## src/include/ram_params.svh

```systemverilog
// Sizes of the banked RAM; bank count must be a power of two and below 2**RAM_ADDR_WIDTH
`ifndef RAM_PARAMS_SVH
`define RAM_PARAMS_SVH

// Full request address, bank select plus offset
`define RAM_ADDR_WIDTH 6

// One stored word
`define RAM_DATA_WIDTH 8

// Bank count, a power of two
`define RAM_BANKS 4

// Derived from the values above
`define RAM_BANK_SEL_WIDTH $clog2(`RAM_BANKS)
`define RAM_OFFSET_WIDTH (`RAM_ADDR_WIDTH - `RAM_BANK_SEL_WIDTH)

// Words per bank
`define RAM_BANK_DEPTH (1 << `RAM_OFFSET_WIDTH)

`endif

```

## src/rtl/ram_ctrl_pkg.sv

```systemverilog
// Control definitions of the init sequencer; clear length equals bank depth
`include "ram_params.svh"

package ram_ctrl_pkg;

  // Sequencer states
  // IDLE holds one cycle after reset, CLEAR writes zeros, READY admits requests
  typedef enum logic [1:0] {
    IDLE  = 2'd0,
    CLEAR = 2'd1,
    READY = 2'd2
  } init_state_t;

  // One zero write per word, one word per cycle
  localparam int INIT_CYCLES = `RAM_BANK_DEPTH;

endpackage : ram_ctrl_pkg

```

## src/rtl/ram_types_pkg.sv

```systemverilog
// Vector types of the banked RAM; widths follow ram_params.svh and change only there
`include "ram_params.svh"

package ram_types_pkg;

  // ------------------------------------------------------------
  // Address side
  // ------------------------------------------------------------

  // Full request address, bank select in the top bits
  typedef logic [`RAM_ADDR_WIDTH-1:0] ram_addr_t;

  // Word index inside one bank
  typedef logic [`RAM_OFFSET_WIDTH-1:0] ram_offset_t;

  // Bank number
  typedef logic [`RAM_BANK_SEL_WIDTH-1:0] ram_bank_sel_t;

  // ------------------------------------------------------------
  // Data side
  // ------------------------------------------------------------

  typedef logic [`RAM_DATA_WIDTH-1:0] ram_data_t;

endpackage : ram_types_pkg

```

## src/rtl/banked_ram.sv

```systemverilog
// Banked RAM top; two-cycle reads, requests dropped while ready is low
`timescale 1ns/1ps
`include "ram_params.svh"

module banked_ram (
  input  logic                     clk,
  input  logic                     reset,
  input  logic                     req_valid,
  input  logic                     req_write,
  input  ram_types_pkg::ram_addr_t req_addr,
  input  ram_types_pkg::ram_data_t req_wdata,
  input  logic                     clear,
  output logic                     ready,
  output logic                     rsp_valid,
  output ram_types_pkg::ram_data_t rsp_rdata
);

  // ------------------------------------------------------------
  // Internal nets
  // ------------------------------------------------------------

  // Sequencer and counter
  logic                       dec_valid;
  logic                       clear_en;
  logic                       clear_last;
  ram_types_pkg::ram_offset_t clear_offset;

  // Decoder outputs, one lane per bank
  logic [`RAM_BANKS-1:0]                       bank_valid;
  ram_types_pkg::ram_offset_t [`RAM_BANKS-1:0] bank_offset;
  logic [`RAM_BANKS-1:0]                       bank_write;
  ram_types_pkg::ram_data_t [`RAM_BANKS-1:0]   bank_wdata;

  // Bank read outputs
  logic [`RAM_BANKS-1:0]                     bank_rd_valid;
  ram_types_pkg::ram_data_t [`RAM_BANKS-1:0] bank_rd_data;

  // Decoded request seen by the selector
  logic                         sel_valid;
  logic                         sel_write;
  ram_types_pkg::ram_bank_sel_t sel_bank;

  // ------------------------------------------------------------
  // Control
  // ------------------------------------------------------------

  ram_init_fsm u_init_fsm (
    .clk       (clk),
    .reset     (reset),
    .clear     (clear),
    .last      (clear_last),
    .req_valid (req_valid),
    .clear_en  (clear_en),
    .ready     (ready),
    .dec_valid (dec_valid)
  );

  ram_init_counter u_init_counter (
    .clk          (clk),
    .reset        (reset),
    .clear_en     (clear_en),
    .clear_offset (clear_offset),
    .last         (clear_last)
  );

  // ------------------------------------------------------------
  // Datapath
  // ------------------------------------------------------------

  ram_addr_decoder_stage u_decoder (
    .clk        (clk),
    .reset      (reset),
    .in_valid   (dec_valid),
    .in_addr    (req_addr),
    .in_write   (req_write),
    .in_wdata   (req_wdata),
    .out_valid  (bank_valid),
    .out_offset (bank_offset),
    .out_write  (bank_write),
    .out_wdata  (bank_wdata)
  );

  for (genvar i = 0; i < `RAM_BANKS; i++) begin : gen_bank
    ram_bank u_bank (
      .clk          (clk),
      .reset        (reset),
      .req_valid    (bank_valid[i]),
      .req_offset   (bank_offset[i]),
      .req_write    (bank_write[i]),
      .req_wdata    (bank_wdata[i]),
      .clear_en     (clear_en),
      .clear_offset (clear_offset),
      .rd_valid     (bank_rd_valid[i]),
      .rd_data      (bank_rd_data[i])
    );
  end : gen_bank

  // Decoder valids are one-hot or zero, so encode back to a bank number
  always_comb begin
    sel_bank = '0;
    for (int i = 0; i < `RAM_BANKS; i++) begin
      if (bank_valid[i]) begin
        sel_bank = ram_types_pkg::ram_bank_sel_t'(i);
      end
    end
  end

  assign sel_valid = |bank_valid;
  assign sel_write = |(bank_valid & bank_write);

  ram_read_select u_read_select (
    .clk           (clk),
    .reset         (reset),
    .dec_valid     (sel_valid),
    .dec_write     (sel_write),
    .dec_bank      (sel_bank),
    .bank_rd_valid (bank_rd_valid),
    .bank_rd_data  (bank_rd_data),
    .rsp_valid     (rsp_valid),
    .rsp_rdata     (rsp_rdata)
  );

endmodule : banked_ram

```

## src/rtl/ram_addr_decoder_stage.sv

```systemverilog
// Registered one-stage bank decoder; one cycle latency, at most one valid per cycle
`timescale 1ns/1ps
`include "ram_params.svh"

module ram_addr_decoder_stage (
  input  logic                                           clk,
  input  logic                                           reset,
  input  logic                                           in_valid,
  input  ram_types_pkg::ram_addr_t                       in_addr,
  input  logic                                           in_write,
  input  ram_types_pkg::ram_data_t                       in_wdata,
  output logic [`RAM_BANKS-1:0]                          out_valid,
  output ram_types_pkg::ram_offset_t [`RAM_BANKS-1:0]    out_offset,
  output logic [`RAM_BANKS-1:0]                          out_write,
  output ram_types_pkg::ram_data_t [`RAM_BANKS-1:0]      out_wdata
);

  // ------------------------------------------------------------
  // Address split
  // ------------------------------------------------------------

  ram_types_pkg::ram_bank_sel_t in_bank;
  ram_types_pkg::ram_offset_t   in_offset;
  logic [`RAM_BANKS-1:0]        fork_valid;

  // Bank select sits in the top bits
  assign in_bank   = in_addr[`RAM_ADDR_WIDTH-1 -: `RAM_BANK_SEL_WIDTH];
  // Remaining low bits index the word
  assign in_offset = in_addr[`RAM_OFFSET_WIDTH-1:0];

  // ------------------------------------------------------------
  // Per-bank registers
  // ------------------------------------------------------------

  for (genvar i = 0; i < `RAM_BANKS; i++) begin : gen_bank

    // Only the addressed bank sees the request
    assign fork_valid[i] = in_valid && (in_bank == ram_types_pkg::ram_bank_sel_t'(i));

    // Valid is control state
    always_ff @(posedge clk) begin
      if (reset) begin
        out_valid[i] <= 1'b0;
      end else begin
        out_valid[i] <= fork_valid[i];
      end
    end

    // Own copy of the sideband per bank, keeps fanout local
    // Loaded only for the selected bank
    always_ff @(posedge clk) begin
      if (fork_valid[i]) begin
        out_offset[i] <= in_offset;
        out_write[i]  <= in_write;
        out_wdata[i]  <= in_wdata;
      end
    end

  end : gen_bank

endmodule : ram_addr_decoder_stage

```

## src/rtl/ram_bank.sv

```systemverilog
// One flop-array bank; a clear write wins over a request, reads are registered
`timescale 1ns/1ps
`include "ram_params.svh"

module ram_bank (
  input  logic                       clk,
  input  logic                       reset,
  input  logic                       req_valid,
  input  ram_types_pkg::ram_offset_t req_offset,
  input  logic                       req_write,
  input  ram_types_pkg::ram_data_t   req_wdata,
  input  logic                       clear_en,
  input  ram_types_pkg::ram_offset_t clear_offset,
  output logic                       rd_valid,
  output ram_types_pkg::ram_data_t   rd_data
);

  // ------------------------------------------------------------
  // Storage
  // ------------------------------------------------------------

  ram_types_pkg::ram_data_t mem [`RAM_BANK_DEPTH];

  // Init sequencer owns the array during a clear
  // Requests never arrive then, dec_valid is held low
  always_ff @(posedge clk) begin
    if (clear_en) begin
      mem[clear_offset] <= '0;
    end else if (req_valid && req_write) begin
      mem[req_offset] <= req_wdata;
    end
  end

  // ------------------------------------------------------------
  // Read port
  // ------------------------------------------------------------

  // One-cycle strobe per read
  always_ff @(posedge clk) begin
    if (reset) begin
      rd_valid <= 1'b0;
    end else begin
      rd_valid <= req_valid && !req_write;
    end
  end

  // Data only moves on a read, holds otherwise
  always_ff @(posedge clk) begin
    if (req_valid && !req_write) begin
      rd_data <= mem[req_offset];
    end
  end

endmodule : ram_bank

```

## src/rtl/ram_init_counter.sv

```systemverilog
// Offset walker for the clear; sits at zero when idle and wraps after the last word
`timescale 1ns/1ps
`include "ram_params.svh"

module ram_init_counter (
  input  logic                       clk,
  input  logic                       reset,
  input  logic                       clear_en,
  output ram_types_pkg::ram_offset_t clear_offset,
  output logic                       last
);

  // Final word of a bank
  localparam ram_types_pkg::ram_offset_t LAST_OFFSET =
    ram_types_pkg::ram_offset_t'(ram_ctrl_pkg::INIT_CYCLES - 1);

  // Step while clearing, park at zero otherwise
  // Natural wrap after the last word also lands on zero
  always_ff @(posedge clk) begin
    if (reset) begin
      clear_offset <= '0;
    end else if (clear_en) begin
      clear_offset <= clear_offset + 1'b1;
    end else begin
      clear_offset <= '0;
    end
  end

  // Tells the FSM this is the closing clear write
  assign last = (clear_offset == LAST_OFFSET);

endmodule : ram_init_counter

```

## src/rtl/ram_init_fsm.sv

```systemverilog
// Init sequencer; clear takes RAM_BANK_DEPTH cycles, clear strobes during CLEAR are ignored
`timescale 1ns/1ps

module ram_init_fsm (
  input  logic clk,
  input  logic reset,
  input  logic clear,
  input  logic last,
  input  logic req_valid,
  output logic clear_en,
  output logic ready,
  output logic dec_valid
);

  ram_ctrl_pkg::init_state_t state;
  ram_ctrl_pkg::init_state_t state_next;

  // ------------------------------------------------------------
  // Next state
  // ------------------------------------------------------------

  always_comb begin
    state_next = state;
    case (state)
      // Single settling cycle after reset
      ram_ctrl_pkg::IDLE: begin
        state_next = ram_ctrl_pkg::CLEAR;
      end
      // Leave once the final word is written
      ram_ctrl_pkg::CLEAR: begin
        if (last) begin
          state_next = ram_ctrl_pkg::READY;
        end
      end
      // Clear strobe restarts the zero fill
      ram_ctrl_pkg::READY: begin
        if (clear) begin
          state_next = ram_ctrl_pkg::CLEAR;
        end
      end
      default: begin
        state_next = ram_ctrl_pkg::IDLE;
      end
    endcase
  end

  always_ff @(posedge clk) begin
    if (reset) begin
      state <= ram_ctrl_pkg::IDLE;
    end else begin
      state <= state_next;
    end
  end

  // ------------------------------------------------------------
  // Outputs
  // ------------------------------------------------------------

  // Decoded from the state register
  assign clear_en  = (state == ram_ctrl_pkg::CLEAR);
  assign ready     = (state == ram_ctrl_pkg::READY);

  // Requests outside READY are dropped here
  assign dec_valid = req_valid && ready;

endmodule : ram_init_fsm

```

## src/rtl/ram_read_select.sv

```systemverilog
// Read return mux; relies on a fixed one-cycle bank read latency
`timescale 1ns/1ps
`include "ram_params.svh"

module ram_read_select (
  input  logic                                       clk,
  input  logic                                       reset,
  input  logic                                       dec_valid,
  input  logic                                       dec_write,
  input  ram_types_pkg::ram_bank_sel_t               dec_bank,
  input  logic [`RAM_BANKS-1:0]                      bank_rd_valid,
  input  ram_types_pkg::ram_data_t [`RAM_BANKS-1:0]  bank_rd_data,
  output logic                                       rsp_valid,
  output ram_types_pkg::ram_data_t                   rsp_rdata
);

  logic                         rd_pending;
  ram_types_pkg::ram_bank_sel_t rd_bank;

  // ------------------------------------------------------------
  // Bank tracking
  // ------------------------------------------------------------

  // A read is in its bank cycle
  always_ff @(posedge clk) begin
    if (reset) begin
      rd_pending <= 1'b0;
    end else begin
      rd_pending <= dec_valid && !dec_write;
    end
  end

  // Bank of that read, refreshed per read so back-to-back reads line up
  always_ff @(posedge clk) begin
    if (dec_valid && !dec_write) begin
      rd_bank <= dec_bank;
    end
  end

  // ------------------------------------------------------------
  // Return path
  // ------------------------------------------------------------

  // Straight from the bank registers
  assign rsp_valid = rd_pending && bank_rd_valid[rd_bank];
  assign rsp_rdata = bank_rd_data[rd_bank];

endmodule : ram_read_select

```

## config.mk

```make
export PLATFORM = sky130hd
export DESIGN_NAME = banked_ram
export DESIGN_NICKNAME = d
export VERILOG_FILES = /design/src/rtl/ram_ctrl_pkg.sv /design/src/rtl/ram_types_pkg.sv /design/src/rtl/banked_ram.sv /design/src/rtl/ram_addr_decoder_stage.sv /design/src/rtl/ram_bank.sv /design/src/rtl/ram_init_counter.sv /design/src/rtl/ram_init_fsm.sv /design/src/rtl/ram_read_select.sv
export VERILOG_INCLUDE_DIRS = /design/src /design/src/include
export SDC_FILE = /design/constraint.sdc
export NUM_CORES = 1
export LEC_CHECK = 0
export ABC_CLOCK_PERIOD_IN_PS = 2460
export BUFFER_PORTS_ARGS = -buffer_cell sky130_fd_sc_hd__buf_4
export CORE_ASPECT_RATIO = 0.7
export CORE_UTILIZATION = 40
export CTS_CLUSTER_SIZE = 8
export DETAILED_ROUTE_END_ITERATION = 12
export GPL_TIMING_DRIVEN = 0
export PLACE_DENSITY_LB_ADDON = 0.1
export SLEW_MARGIN = 30
export SYNTH_ARGS = -nofsm -noshare
export SYNTH_HDL_FRONTEND = slang
export SYNTH_SLANG_ARGS = --single-unit
```

## constraint.sdc

```tcl
create_clock -name clk -period 2.46 [get_ports clk]
set_clock_uncertainty 0.2 [all_clocks]
set_input_delay 0.123 -clock clk [delete_from_list [all_inputs] [get_ports clk]]
set_output_delay 0.123 -clock clk [all_outputs]
set_load 0.03 [all_outputs]
```

==> results of run 1 <==
[stage by stage]
step,utilization,setup TNS (ns),hold WS (ns),total power [mW],instances
2_1_floorplan,-,0,-0.00539,11.7,1104
3_3_place_gp,0.426,-337.30,0.153,11.8,1930
3_5_place_dp,0.428,-320.35,0.153,11.8,1935
4_1_cts,0.488,-9.43,0.0674,22.4,2097
5_1_grt,0.495,-0.457,0.0844,22.8,2108
6_report,0.495,-0.0271,0.104,22.2,2109
[logic make-up after synthesis]
family	count (synthesis)	share of synthesized area
and+or+nand+nor	184	0.0384
buffers and inverters	62	0.0138
AOI/OAI and AO/OA	60	0.0170
muxes	182	0.158
xor gates and xnor gates	2	0.000740
DFF	613	0.771
adders and majority gates	1	0.000528
[flip-flops by register name, indices dropped and copies added, names as in the netlist]
signal                       cells
u_decoder.out_valid              4
u_decoder.out_wdata             32
gen_bank.u_bank.rd_valid         4
u_decoder.out_write              4
u_decoder.out_offset            16
u_read_select.rd_pending         1
gen_bank.u_bank.mem            512
u_init_counter.clear_offset      4
gen_bank.u_bank.rd_data         32
u_init_fsm.state                 2
u_read_select.rd_bank            2
[synthesized netlist by cell type]
library cell,n
edfxtp_1,598
buf_1,5
xor2_1,1
ha_1,1
nor2b_1,17
nor4_1,3
or2_2,1
nand2_1,17
nor4b_1,3
inv_1,8
a22oi_1,9
nand2b_1,5
nor3b_1,1
buf_4,5
nand4_1,2
mux2_2,1
nor3_1,14
nand3_1,11
clkbuf_1,28
and3_1,1
nor2_1,71
a31oi_1,12
xnor2_1,1
o31ai_1,8
o31a_1,1
mux4_2,154
and2_1,36
buf_6,9
a21o_1,1
nor2_2,2
mux2i_1,27
a221oi_1,10
buf_2,7
o21ai_0,6
a21oi_1,13
dfxtp_1,15
[timing repair]
| action | CTS | global route |
|---|---|---|
| setup buffers | 23 | 12 |
| hold buffers | 21 | 0 |
| pin swaps | 21 | 11 |
| endpoints found under the hold margin | 118 | 0 |
| gates cloned | 0 | 0 |
| setup endpoints to repair | 971 | 840 |
| gates resized for setup | 166 | 55 |
[cell type report]
cell class,count,share of cell area
buffer,53,0.0123
clock inverter,5,0.00164
inverter,8,0.00117
timing repair buffer,89,0.0350
multi-input combinational,429,0.205
antenna,1,0.0000865
tap,798,0.0345
sequential,613,0.631
clock buffer,113,0.0794
[where the power goes]
part | internal, mW | total, mW | switching, mW
clock | 6.40 | 10.6 | 4.17
combinational | 0.0957 | 0.268 | 0.173
sequential | 11.4 | 11.4 | 0.0104
total | 17.9 | 22.2 | 4.36
[worst paths after layout]
check	start	endpoint	cells after the start
setup / recovery	u_init_fsm.state[0]$_SDFFE_PP0P_	gen_bank[1].u_bank.mem[5][0]$_DFFE_PP_	6
hold / removal	req_write	u_decoder.out_write[3]$_DFFE_PP_	2
setup reg to reg	u_init_fsm.state[0]$_SDFFE_PP0P_	gen_bank[1].u_bank.mem[5][0]$_DFFE_PP_	6
hold reg to reg	u_decoder.out_write[2]$_DFFE_PP_	gen_bank[2].u_bank.rd_valid$_SDFF_PP0_	1
[metal layers]
metal,vias up,routed length (microns),GRT usage
li1,4948,-,-
met5,-,0,0
met2,371,25200,0.286
met3,95,3990,0.0537
met1,6160,27600,0.301
met4,0,1380,0.0604
==> out/metrics.cfg, run 1 <==
[placed_design]
io_buffers=28
post-dp-hpwl_mm=38.3
dpl_cell_area_sq_mm=0.0250
gp_congestion=0.827
pre_cts_ws_ns=-0.764

[setup_path]
crit_top_cell=buf_2
crit_buf_inv=2
rrSetupSlack_ns=-0.008
worst_setup_path_start_kind=register
cp_cell_sequence=nor2b_1 -> buf_2 -> buf_2 -> nor4b_1 -> a21oi_2 -> nor2_4
crit_slowest_cell=nor4b_1
crit_path_max_incr_delay_ns=0.44
critical_path_class=register to register
path_delay_family=simple AND/OR/NAND/NOR gates
crit_path_end_kind=register
worstPathArrival_ns=2.54
cp_max_fo=10
crit_required_ns=2.53

[power]
leakagePower_nw=10.2
peakVddDrop_mv=0.460
cellPowerDensity_mw_per_mm2=768

[yosys]
yosysTopAreaCellShare=0.758
ys_types=36
synth_top_cell_by_area=edfxtp_1
synthCells=1104
netlist_area_sq_mm=0.0237
yosysWarningCount=0
synth_area_per_cell_sq_um=21.4
ys_seq_area_frac=0.771
synth_area_leaders=edfxtp_1, mux4_2, dfxtp_1
synth_nets=1124
ys_seq_elements=613

[clock_network]
clock-root-buffer=clkbuf_16
clk_pin_slew_ns=0.06
cts_made_buffers=86
htreeDepth=3
clockBufferDepth=3
cts_tree=done
clk_latency_ns=0.62
cts.sinks=613

[detailed_routing]
drc_errors=0
vias_per_cell=5.49
dr.first_iter.drc_count=966
firstDrtPassIters=5
detail_route.wl_per_cell_microns=27.6
vias=11574
final_antenna_net_count=0
wirelength_mm=58.2

[final_layout]
seq_area_sq_mm=0.0183
syn_to_final_growth_pct=22.2
final_nets=1300
mostFrequentLayoutCell=edfxtp_1
nFillCells=4731
final_area_sq_mm=0.0289
multi_input_area_sq_mm=0.00592
final_cell_mix=edfxtp_1, mux4_2, clkbuf_16
drive_above_1_share=0.371

[global_routing]
grt.total_usage=0.201
grt_pass1_vias=11899
grt_pass1_wl_mm=84.3
gr-total-overflow=0
antenna_found_initial=7
grt_max_degree=17

[timing]
fin_crit_ns=2.47
maxSlewHeadroom=0.395
fin_crit_sh=1.00
max_freq_mhz=405
layout_setup_ws_ns=-0.00844
setup_viol=5
drv_slew=0
tightest_slew_ns=0.906
hold_viol=0

[die]
placementRows=74
core-area_sq_mm=0.0584
die_w_microns=293
chipHeight_microns=206
die_area_sq_mm=0.0602
num_io_pins=29
start_util=0.405

[job]
cap_violations=0

[status]
violations=setup timing
status=finished with violations

[min_path]
hp-class=input port to register

No activity file was read; power rests on OpenSTA's default activity.
==> inputs of run 2 (changes only) <==
--- a/config.mk
+++ b/config.mk
@@ -6,7 +6,7 @@
 export SDC_FILE = /design/constraint.sdc
 export NUM_CORES = 1
 export LEC_CHECK = 0
-export ABC_CLOCK_PERIOD_IN_PS = 2460
+export ABC_CLOCK_PERIOD_IN_PS = 3000
 export BUFFER_PORTS_ARGS = -buffer_cell sky130_fd_sc_hd__buf_4
 export CORE_ASPECT_RATIO = 0.7
 export CORE_UTILIZATION = 40
@@ -17,4 +17,5 @@
 export SLEW_MARGIN = 30
 export SYNTH_ARGS = -nofsm -noshare
 export SYNTH_HDL_FRONTEND = slang
+export SYNTH_HIERARCHICAL = 1
 export SYNTH_SLANG_ARGS = --single-unit
==> constraint.sdc (replaced) <==
create_clock -name clk -period 3 [get_ports clk]
set_clock_uncertainty 0.2 [all_clocks]
set_input_delay 0.15 -clock clk [delete_from_list [all_inputs] [get_ports clk]]
set_output_delay 0.15 -clock clk [all_outputs]
set_load 0.03 [all_outputs]
==> out/metrics.cfg, run 2 <==
[detailed_routing]
dr.first_iter.drc_count=914
firstDrtPassIters=5
vias_per_cell=5.45
wl_met2_mm=24.2
drc_errors=0
highest-signal-layer=met4
vias=11696
wirelength_mm=56.4
wl_met1_mm=27.8
routed-wl-met3_mm=3.32
final_antenna_net_count=0
detail_route.wl_per_cell_microns=26.3

[die]
start_util=0.407
num_io_pins=29
chipHeight_microns=207
placementRows=74
core-area_sq_mm=0.0587
die_w_microns=294
die_area_sq_mm=0.0608

[final_layout]
mostFrequentLayoutCell=edfxtp_1
reg_top3=gen_bank.u_bank/mem x512, gen_bank.u_bank/rd_data x32, u_decoder/out_wdata x32
final_cell_mix=edfxtp_1, mux4_2, clkbuf_16
nFillCells=4907
antennaDiodeCount=0
seq_area_sq_mm=0.0183
syn_to_final_growth_pct=18.1
final_nets=1318
largest_reg_flops=512
finalCoreUtilization=0.481
largest-register=gen_bank.u_bank/mem
multi_input_area_sq_mm=0.00552
finalNonFillerCells=2146
drive_above_1_share=0.276
final_area_sq_mm=0.0282

[global_routing]
gr-total-overflow=0
grt_pass1_wl_mm=82.3
grt_max_degree=20
grt.total_usage=0.191
grt_pass1_vias=12014
antenna_found_initial=4

[yosys]
ys_seq_area_frac=0.763
synthCells=1151
synth_edf_count=598
ys_seq_elements=613
yosysMostFrequentCell=edfxtp_1
synth_common_cells=edfxtp_1, mux4_2, nor2_1, o22ai_1, and2_1
yosysWarningCount=6
synth_top_cell_by_area=edfxtp_1
synth_area_per_cell_sq_um=20.8
yosysTopAreaCellShare=0.751
synth-main-ff-cell=edfxtp_1
async_flop_share=0
synth_area_leaders=edfxtp_1, mux4_2, mux4_1
ys_types=43
synth_nets=1171
netlist_area_sq_mm=0.0239

[setup_path]
crit_slowest_cell=nor2_2
crit_path_max_incr_delay_ns=0.56
crit_path_end_kind=register
worst_setup_path_start_kind=register
rrSetupSlack_ns=0.01
cp_max_fo=19
cp_cell_sequence=and2b_2 -> and3b_1 -> buf_2 -> clkbuf_1 -> a31oi_1 -> nor2_2
worst-r2r-cell-count=6
critical_path_class=register to register
crit_required_ns=3.04
cp_num_cells=6
crit_buf_inv=2
worstPathArrival_ns=3.03
path_delay_family=simple AND/OR/NAND/NOR gates

[clock_network]
cts_tree=done
htreeDepth=3
clockBufferDepth=3
cts.sinks=613
cts_made_buffers=86
clk_pin_slew_ns=0.05
clk_latency_ns=0.62
clock-root-buffer=clkbuf_16

[placed_design]
dpl_cell_area_sq_mm=0.0251
post-dp-hpwl_mm=36.5
io_buffers=28
pre_cts_ws_ns=-0.334
gp_congestion=0.766
dp_cells=1978

[timing]
setup_tns_ns=0
fin_crit_sh=0.995
hold_viol=0
max_freq_mhz=335
layout_setup_ws_ns=0.0135
rsz0062_at_grt=true
drv_slew=0
worst_hold_slack_ns=0.129
tightest_slew_ns=1.03
maxSlewHeadroom=0.311
fin_crit_ns=2.99
setup_viol=0

[power]
total_power_mw=18.4
leakagePower_nw=7.84
cellPowerDensity_mw_per_mm2=650
peakVddDrop_mv=0.391

[min_path]
hp-class=input port to register
hold_depth=2

[status]
status=complete, no violations

[job]
cap_violations=0

## run 2: changes by cell type in the layout (fill, tap and decap cells not counted), sizes merged, moves of 11 or more
cell	before	now
a21oi	13	2
buf	98	79
mux4	154	137
nor2	73	103
nor2b	17	30
nor3	14	0
o22ai	0	56
## run 2: cell families (layout without fill, tap and decap cells)
group	count (synthesis)	in the layout	share of synthesized area
xor gates and xnor gates	1	1	0.000366
adders and majority gates	1	1	0.000523
AOI/OAI and AO/OA	78	78	0.0214
and+or+nand+nor	232	232	0.0514
muxes	166	166	0.145
buffers and inverters	60	257	0.0184
DFF	613	613	0.763
## run 2: metal layers
| metal | vias to the layer above | global-route usage |
|---|---|---|
| met1 | 6260 | 0.297 |
| met3 | 92 | 0.0429 |
| met2 | 305 | 0.271 |
| met5 | - | 0 |
| li1 | 5039 | - |
| met4 | 0 | 0.0495 |
## run 2: final cells by class
cell class              instances  share of cell area
plain buffers                  46              0.0138
well taps                     798              0.0354
clock inverters                 5             0.00142
flip-flops and latches        613               0.646
inverters                      14             0.00186
repair buffers                 59              0.0211
clock buffers                 133              0.0847
multi-input cells             478               0.195
## run 2: final timing paths
kind | startpoint | end
setup / recovery | u_init_fsm/state[1]$_SDFFE_PP0P_ | gen_bank[1].u_bank/mem[4][1]$_DFFE_PP_
setup reg to reg | u_init_fsm/state[1]$_SDFFE_PP0P_ | gen_bank[1].u_bank/mem[4][1]$_DFFE_PP_
hold / removal | req_addr[2] | u_decoder/out_offset[2]$_DFFE_PP_
hold reg to reg | u_init_fsm/state[0]$_SDFFE_PP0P_ | u_init_fsm/state[1]$_SDFFE_PP0P_
## run 2: repair_timing
action	in CTS	in global routing
hold endpoints to repair	119	0
gates resized for setup	32	49
buffers inserted	3	6
hold buffers	21	0
pin swaps	4	5
setup endpoints to repair	280	346
## run 2: where the power goes
group | leakage (nW) | internal (mW) | switching, mW
registers | 4.60 | 9.34 | 0.0197
clock network | 1.17 | 5.40 | 3.42
logic | 2.07 | 0.0686 | 0.118
## run 2: worst reg2reg max path, cell delays in order, from the launching register on
cell and delay (ns):
dfxtp_1 0.37, and2b_2 0.37, and3b_1 0.25, buf_2 0.20, clkbuf_1 0.34, a31oi_1 0.32
nor2_2 0.56
